`config.mk`:
```
export PLATFORM = sky130hd
export DESIGN_NAME = acq_top
export DESIGN_NICKNAME = d
export VERILOG_FILES = /design/src/rtl/acq_pkg.sv /design/src/rtl/sample_packer.sv /design/src/rtl/record_queue.sv /design/src/rtl/capture_ring.sv /design/src/rtl/record_unpacker.sv /design/src/rtl/acq_top.sv
export SDC_FILE = /design/constraint.sdc
export NUM_CORES = 2
export LEC_CHECK = 0
export CAP_MARGIN = 5
export CORE_MARGIN = 2
export CORE_UTILIZATION = 26
export CTS_BUF_LIST = sky130_fd_sc_hd__clkbuf_4
export DETAILED_ROUTE_END_ITERATION = 6
export DONT_BUFFER_PORTS = 1
export SYNTH_ARGS = -nofsm -noshare
export SYNTH_HDL_FRONTEND = slang
export SYNTH_SLANG_ARGS = --single-unit
```
`constraint.sdc`:
```
create_clock -name CLK -period 7.8 [get_ports CLK]
set_input_delay 0.39 -clock CLK [delete_from_list [all_inputs] [get_ports CLK]]
set_output_delay 0.39 -clock CLK [all_outputs]
set_load 0.02 [all_outputs]
```
`src/rtl/acq_pkg.sv`:
```
package acq_pkg;

  localparam int SAMPLE_W = 16;
  localparam int LANES    = 2;                 // samples per stored word
  localparam int WORD_W   = SAMPLE_W * LANES;

  localparam int DEPTH    = 64;                // ring words
  localparam int ADDR_W   = $clog2(DEPTH);
  localparam int PRE_LEN  = 8;                 // pre-trigger history in words

  localparam int QUEUE_DEPTH = 4;
  localparam int QADDR_W     = $clog2(QUEUE_DEPTH);

endpackage

```
`src/rtl/sample_packer.sv`:
```
`timescale 1ns/1ns

module sample_packer
  import acq_pkg::*;
(
  input  logic                CLK,
  input  logic                RESET,
  input  logic [SAMPLE_W-1:0] sample_in,
  input  logic                sample_valid,
  input  logic                trig_in,
  output logic [WORD_W-1:0]   word_data,
  output logic                word_trig,
  output logic                word_we
);

  logic [$clog2(LANES)-1:0] lane_cnt;
  logic [SAMPLE_W-1:0]      hold;     // lane 0 waiting for its partner

  always_ff @(posedge CLK) begin
    if (!RESET) begin
      lane_cnt  <= '0;
      word_we   <= 1'b0;
      word_trig <= 1'b0;
    end else begin
      word_we <= 1'b0;
      if (sample_valid) begin
        if (lane_cnt == LANES - 1) begin
          lane_cnt  <= '0;
          word_we   <= 1'b1;
          word_trig <= trig_in;   // level seen with the second sample
        end else begin
          lane_cnt <= lane_cnt + 1'b1;
        end
      end
    end
  end

  always_ff @(posedge CLK) begin
    if (sample_valid) begin
      if (lane_cnt == LANES - 1) begin
        word_data <= {sample_in, hold};  // earlier sample in low half
      end else begin
        hold <= sample_in;
      end
    end
  end

endmodule

```
`src/rtl/record_queue.sv`:
```
`timescale 1ns/1ns

module record_queue
  import acq_pkg::*;
(
  input  logic              CLK,
  input  logic              RESET,
  input  logic              push,
  input  logic [ADDR_W-1:0] push_start,
  input  logic [ADDR_W-1:0] push_end,
  input  logic              pop,
  output logic [ADDR_W-1:0] head_start,
  output logic [ADDR_W-1:0] head_end,
  output logic              empty,
  output logic              full
);

  logic [ADDR_W-1:0]  q_start [QUEUE_DEPTH];
  logic [ADDR_W-1:0]  q_end [QUEUE_DEPTH];
  logic [QADDR_W-1:0] rd_ptr;
  logic [QADDR_W-1:0] wr_ptr;
  logic [QADDR_W:0]   count;

  assign head_start = q_start[rd_ptr];  // head shown without read delay
  assign head_end   = q_end[rd_ptr];
  assign empty      = (count == '0);
  assign full       = (count == QUEUE_DEPTH);

  always_ff @(posedge CLK) begin
    if (push) begin
      q_start[wr_ptr] <= push_start;
      q_end[wr_ptr]   <= push_end;
    end
  end

  always_ff @(posedge CLK) begin
    if (!RESET) begin
      rd_ptr <= '0;
      wr_ptr <= '0;
      count  <= '0;
    end else begin
      if (push) wr_ptr <= wr_ptr + 1'b1;
      if (pop) rd_ptr <= rd_ptr + 1'b1;
      case ({push, pop})
        2'b10:   count <= count + 1'b1;
        2'b01:   count <= count - 1'b1;
        default: count <= count;
      endcase
    end
  end

endmodule

```
`src/rtl/capture_ring.sv`:
```
`timescale 1ns/1ns

module capture_ring
  import acq_pkg::*;
(
  input  logic              CLK,
  input  logic              RESET,
  input  logic [WORD_W-1:0] word_data,
  input  logic              word_trig,
  input  logic              word_we,
  input  logic              word_req,
  output logic [WORD_W-1:0] rd_data,
  output logic              rd_valid,
  output logic              rd_first,
  output logic              rd_last,
  output logic              rec_ready,
  output logic              overrun
);

  logic [WORD_W-1:0] mem [DEPTH];

  // write side
  logic [ADDR_W-1:0] wp;
  logic [ADDR_W-1:0] wp_next;
  logic              prev_trig;      // trigger of last written word
  logic [ADDR_W-1:0] hist_cnt;       // words since last boundary, saturates
  logic              rec_open;       // accepted trigger still high
  logic [ADDR_W-1:0] start_addr;
  logic              rise;
  logic              fall;
  logic              guard_on;
  logic [ADDR_W-1:0] prot_addr;
  logic              drop;
  logic              wr_ok;

  // record queue
  logic              q_push;
  logic              q_pop;
  logic              q_empty;
  logic              q_full;
  logic [ADDR_W-1:0] head_start;
  logic [ADDR_W-1:0] head_end;

  // read side
  logic              reading;
  logic [ADDR_W-1:0] rp;
  logic [ADDR_W-1:0] raddr;
  logic [ADDR_W-1:0] raddr_next;
  logic              at_end;
  logic              rd_go;

  assign wp_next = wp + 1'b1;
  assign rise    = word_we && word_trig && !prev_trig;
  assign fall    = word_we && !word_trig && prev_trig;
  assign q_push  = fall && rec_open && !q_full;

  assign rd_go      = word_req && !q_empty;
  assign raddr      = reading ? rp : head_start;   // first word comes from head
  assign raddr_next = raddr + 1'b1;
  assign at_end     = (raddr_next == head_end);
  assign q_pop      = rd_go && at_end;

  // oldest word not yet read out
  assign prot_addr = q_empty ? start_addr : raddr;
  assign guard_on  = rec_open || !q_empty;
  assign drop      = word_we && guard_on && (wp_next == prot_addr);
  assign wr_ok     = word_we && !drop;

  assign rec_ready = !q_empty;

  record_queue record_queue_i (
    .CLK        (CLK),
    .RESET      (RESET),
    .push       (q_push),
    .push_start (start_addr),
    .push_end   (wp),              // first untriggered word, exclusive
    .pop        (q_pop),
    .head_start (head_start),
    .head_end   (head_end),
    .empty      (q_empty),
    .full       (q_full)
  );

  always_ff @(posedge CLK) begin
    if (wr_ok) mem[wp] <= word_data;
    if (rd_go) rd_data <= mem[raddr];
  end

  always_ff @(posedge CLK) begin
    if (rise && !q_full) begin
      start_addr <= wp - hist_cnt;   // back PRE_LEN or to last boundary
    end
  end

  always_ff @(posedge CLK) begin
    if (!RESET) begin
      wp        <= '0;
      prev_trig <= 1'b0;
      hist_cnt  <= '0;
      rec_open  <= 1'b0;
      overrun   <= 1'b0;
    end else begin
      if (wr_ok) wp <= wp_next;
      if (word_we) prev_trig <= word_trig;

      if (fall) begin
        hist_cnt <= {{(ADDR_W-1){1'b0}}, wr_ok};  // the fall word opens new history
      end else if (wr_ok && hist_cnt != PRE_LEN) begin
        hist_cnt <= hist_cnt + 1'b1;
      end

      if (rise && !q_full) begin
        rec_open <= 1'b1;
      end else if (fall) begin
        rec_open <= 1'b0;
      end

      if (drop) begin
        overrun <= 1'b1;
      end else if (!guard_on) begin
        overrun <= 1'b0;
      end
    end
  end

  always_ff @(posedge CLK) begin
    if (!RESET) begin
      reading  <= 1'b0;
      rp       <= '0;
      rd_valid <= 1'b0;
      rd_first <= 1'b0;
      rd_last  <= 1'b0;
    end else begin
      rd_valid <= rd_go;
      rd_first <= rd_go && !reading;
      rd_last  <= rd_go && at_end;
      if (rd_go) begin
        reading <= !at_end;    // entry popped after its last word
        rp      <= raddr_next;
      end
    end
  end

endmodule

```
`src/rtl/record_unpacker.sv`:
```
`timescale 1ns/1ns

module record_unpacker
  import acq_pkg::*;
(
  input  logic                CLK,
  input  logic                RESET,
  input  logic                rec_ready,
  input  logic [WORD_W-1:0]   rd_data,
  input  logic                rd_valid,
  input  logic                rd_first,
  input  logic                rd_last,
  output logic                word_req,
  output logic [SAMPLE_W-1:0] sample_out,
  output logic                sample_out_valid,
  output logic                rec_first,
  output logic                rec_last,
  output logic                rec_done
);

  logic                       run;        // requesting words of a record
  logic                       hold;       // wait for rec_done
  logic [$clog2(LANES)-1:0]   pace;
  logic [WORD_W-SAMPLE_W-1:0] rest;       // upper lane
  logic                       lane_pend;
  logic                       last_pend;

  always_ff @(posedge CLK) begin
    if (!RESET) begin
      run      <= 1'b0;
      hold     <= 1'b0;
      pace     <= '0;
      word_req <= 1'b0;
    end else begin
      word_req <= 1'b0;
      if (run) begin
        pace <= pace + 1'b1;
        if (rd_valid && rd_last) begin
          run  <= 1'b0;
          hold <= 1'b1;
        end else if (pace == '0) begin
          word_req <= 1'b1;     // one word per LANES cycles
        end
      end else if (rec_ready && !hold) begin
        run  <= 1'b1;
        pace <= '0;
      end
      if (rec_done) hold <= 1'b0;
    end
  end

  always_ff @(posedge CLK) begin
    if (!RESET) begin
      sample_out_valid <= 1'b0;
      rec_first        <= 1'b0;
      rec_last         <= 1'b0;
      rec_done         <= 1'b0;
      lane_pend        <= 1'b0;
      last_pend        <= 1'b0;
    end else begin
      rec_done <= rec_last;
      if (rd_valid) begin
        sample_out_valid <= 1'b1;
        rec_first        <= rd_first;
        rec_last         <= 1'b0;
        lane_pend        <= 1'b1;
        last_pend        <= rd_last;
      end else if (lane_pend) begin
        sample_out_valid <= 1'b1;
        rec_first        <= 1'b0;
        rec_last         <= last_pend;  // lane 1 of the last word
        lane_pend        <= 1'b0;
      end else begin
        sample_out_valid <= 1'b0;
        rec_first        <= 1'b0;
        rec_last         <= 1'b0;
      end
    end
  end

  always_ff @(posedge CLK) begin
    if (rd_valid) begin
      sample_out <= rd_data[SAMPLE_W-1:0];
      rest       <= rd_data[WORD_W-1:SAMPLE_W];
    end else if (lane_pend) begin
      sample_out <= rest[SAMPLE_W-1:0];
    end
  end

endmodule

```
`src/rtl/acq_top.sv`:
```
`timescale 1ns/1ns

module acq_top
  import acq_pkg::*;
(
  input  logic                CLK,
  input  logic                RESET,
  input  logic [SAMPLE_W-1:0] sample_in,
  input  logic                sample_valid,
  input  logic                trig_in,
  output logic [SAMPLE_W-1:0] sample_out,
  output logic                sample_out_valid,
  output logic                rec_first,
  output logic                rec_last,
  output logic                rec_done,
  output logic                overrun
);

  logic [WORD_W-1:0] word_data;
  logic              word_trig;
  logic              word_we;
  logic              word_req;
  logic [WORD_W-1:0] rd_data;
  logic              rd_valid;
  logic              rd_first;
  logic              rd_last;
  logic              rec_ready;

  sample_packer sample_packer_i (
    .CLK          (CLK),
    .RESET        (RESET),
    .sample_in    (sample_in),
    .sample_valid (sample_valid),
    .trig_in      (trig_in),
    .word_data    (word_data),
    .word_trig    (word_trig),
    .word_we      (word_we)
  );

  capture_ring capture_ring_i (
    .CLK       (CLK),
    .RESET     (RESET),
    .word_data (word_data),
    .word_trig (word_trig),
    .word_we   (word_we),
    .word_req  (word_req),
    .rd_data   (rd_data),
    .rd_valid  (rd_valid),
    .rd_first  (rd_first),
    .rd_last   (rd_last),
    .rec_ready (rec_ready),
    .overrun   (overrun)
  );

  record_unpacker record_unpacker_i (
    .CLK              (CLK),
    .RESET            (RESET),
    .rec_ready        (rec_ready),
    .rd_data          (rd_data),
    .rd_valid         (rd_valid),
    .rd_first         (rd_first),
    .rd_last          (rd_last),
    .word_req         (word_req),
    .sample_out       (sample_out),
    .sample_out_valid (sample_out_valid),
    .rec_first        (rec_first),
    .rec_last         (rec_last),
    .rec_done         (rec_done)
  );

endmodule

```
==> metrics <==
cell taking the most area after synthesis=edfxtp_1; top-area cell type share of the netlist area=0.757; Final GP Congestion=0.829; reg-to-reg slack, setup=approximately 1.8 ns; largest delay contributor family on the critical path=simple AND/OR/NAND/NOR gates; CTS tree=done; Synth Flop Type=edfxtp_1; flops & latches, synth=about 2300; slew margin rel.=0.0521; clock slew at reported path FFs=0.07 ns; Layout Utilization=0.302; post-route cell area=about 100000 um2; CP endpoint kind=register; Die X=a little under 600 um; Finish-stage setup viols=0; TritonCTS Buffers=between 500 and 600; Power Dens Cells=approximately 230 nW/um2; placed cell area=around 94000 um2; Most Crowded Layer GR=met2; met2 Use GR=0.231; Hold Slack=between 0.3 and 0.4 ns; max-cap violations=0; Max stage delay on crit path=between 1 and 1.5 ns; Final period util=0.766; routing usage on met1=0.186; Core Region=~340000 um2; nets=approximately 6200; Max H-tree Level=6; number of flops mapped to enable cells by yosys=2214; vias=between 50000 and 60000; Rows=213; setup TNS=0 ns; Clock Skews=around 0.17 ns; Synth Area per Inst=approximately 15 um2; CTS root buf=clkbuf_4; Finished Layout Cells=around 11000; Vias/cell=about 4.9; IR drop worst, VDD=0.135 mV; Post-synth ARST share=0; cells taking the most area after synthesis=edfxtp_1, nand2_1, mux4_2; Initial Util=0.261; top-count cell post-synth=edfxtp_1; GRT met3 Usage=0.0297; CP bufs+invs=3; pin count of the biggest net entering global routing=between 150 and 200; Least-Margin Pin Slew=~1.4 ns; fin. max-slew vios=0; Total Power Consumption=between 20 and 25 mW; number of remaining DRC errors=0; crit path to=capture_ring_i.mem[28][7]; Synth Instances=5733; wire per inst=about 23 um; most used cell, CP=buf_4; crit start category=register; IO Pins=41; total grt overflow=0; Tot GR Track Use=0.142; Synth warnings=0; ANT nets after route=0; first-pass GRT wire length=around 360 mm; DP Cell Count=approximately 10000; RSZ-0062 raised after global routing=false; drt total wl=approximately 250 mm; sequential share of the synthesized area=0.768; clk buf depth=4; Port-buffer cells=0; critical path class=reg -> reg; vias in the first global route=53486; Die Height=approximately 590 um; Die Area=~340000 um2; initial antenna violation count=12; synth unique cells=72; HPWL Detailed=roughly 130 mm; Final Worst Setup Slack=around 1.8 ns; share of layout cells above drive strength 1=0.198; First DRT Iteration DRCs=6134; worst-path fanout max=about 110; Leakage=32.6 nW; Slowest-stage cell, CP=dfxtp_1; worst skew pair latency=between 1 and 1.5 ns; syn nets=between 5000 and 6000; Max Fclk=167 MHz; status=finished, final reports clean; Tmin final=roughly 6 ns; synthesis-to-finish area growth=15.5%; Hold Crit Class=in -> reg; RR Endpoint=capture_ring_i.mem[28][7]; Arr. time, crit path=6.81 ns; commonest cells in the netlist=edfxtp_1, nand2_1, nand3_1, a21oi_1, a32oi_1; cell depth of the worst setup path=11; Hold Startpoint=sample_in[4]; CP required=between 8 and 9 ns; crit path cell chain=mux2_2 > o221ai_4 > inv_8 > nand2_1 > mux2i_1 > nand3_1 > o21ai_4 > buf_4 > nand4b_1 > nor2_4 > buf_4; worst-case reg-to-reg path depth=11; Final Hold Vio Count=0; CTS sink cnt=about 2300; Place WS=1.82 ns; Fillers=33458; Pre-antenna DRT Iters=6; synthesized area=~88000 um2
-- power breakdown --
part	total, mW	switching, mW	internal [mW]
registers	13.3	0.0120	13.3
logic	0.208	0.177	0.0307
clock network	9.94	4.71	5.23
total	23.5	4.90	18.6
-- cell type report --
class	instances	area, um2	share of cell area
Antenna cell	10	25.0	0.000247
Clock buffer	795	5970	0.0588
Clock inverter	137	1030	0.0101
Inverter	25	109	0.00107
Multi-Input combinational cell	3081	19500	0.192
Sequential cell	2261	67400	0.665
Tap cell	4515	5650	0.0557
Timing Repair Buffer	207	1800	0.0178
-- placed cells by master, fill, tap and decap left out, drive strengths merged, types with 12 or more instances in the layout --
cell type	instances
edfxtp	2214
nand2	1264
clkbuf	795
nand3	341
a21oi	272
a32oi	211
buf	168
mux4	136
nor2	113
clkinv	101
a22oi	95
mux2i	95
a31oi	75
nor3	69
dfxtp	47
dlygate4sd3	39
inv	38
o21ai	37
o22ai	36
or4	33
a211oi	24
and3	23
mux2	23
nor4	22
or3	19
xnor2	19
a2111oi	19
a2bb2oi	17
bufinv	17
nand4	14
ha	14
nand4b	12
-- flip-flops by register name, summed over array words and instances, names as in the netlist, 16 cells and up, named ones only --
signal	cells
capture_ring_i.mem	2048
capture_ring_i.record_queue_i.q_end	24
capture_ring_i.rd_data	32
capture_ring_i.record_queue_i.q_start	24
record_unpacker_i.rest	16
sample_packer_i.word_data	32
sample_packer_i.hold	16
record_unpacker_i.sample_out	16
-- kinds of logic after synthesis --
family	after synthesis	share of synthesized area
flops	2261	0.768
buf+inv	391	0.0183
xor+xnor	30	0.00315
compound gates	826	0.0645
fa+ha+maj	16	0.00245
mux	254	0.0487
simple gates	1955	0.0954
-- repair_timing --
item	4_1_cts	5_1_grt
buffers inserted	0	0
resized for setup	0	0
hold endpoints to repair	126	0
hold buffers	39	0
-- per-layer routing --
| metal | vias up | wire length [um] |
|---|---|---|
| li1 | 23271 | - |
| met1 | 27350 | 100000 |
| met2 | 2749 | 119000 |
| met3 | 466 | 22800 |
| met4 | 10 | 8780 |
| met5 | - | 60 |
-- worst min-delay path by stage --
stage                                    end  slack (ns)  cells after the start
2_1_floorplan      record_unpacker_i.rest[0]        0.40                      0
3_3_place_gp   sample_packer_i.word_data[12]        0.40                      0
3_5_place_dp       record_unpacker_i.rest[0]        0.41                      0
4_1_cts        sample_packer_i.word_data[22]        0.20                      2
5_1_grt              sample_packer_i.hold[4]        0.26                      2
6_report             sample_packer_i.hold[4]        0.31                      2
(Power assumes the default switching activity.)
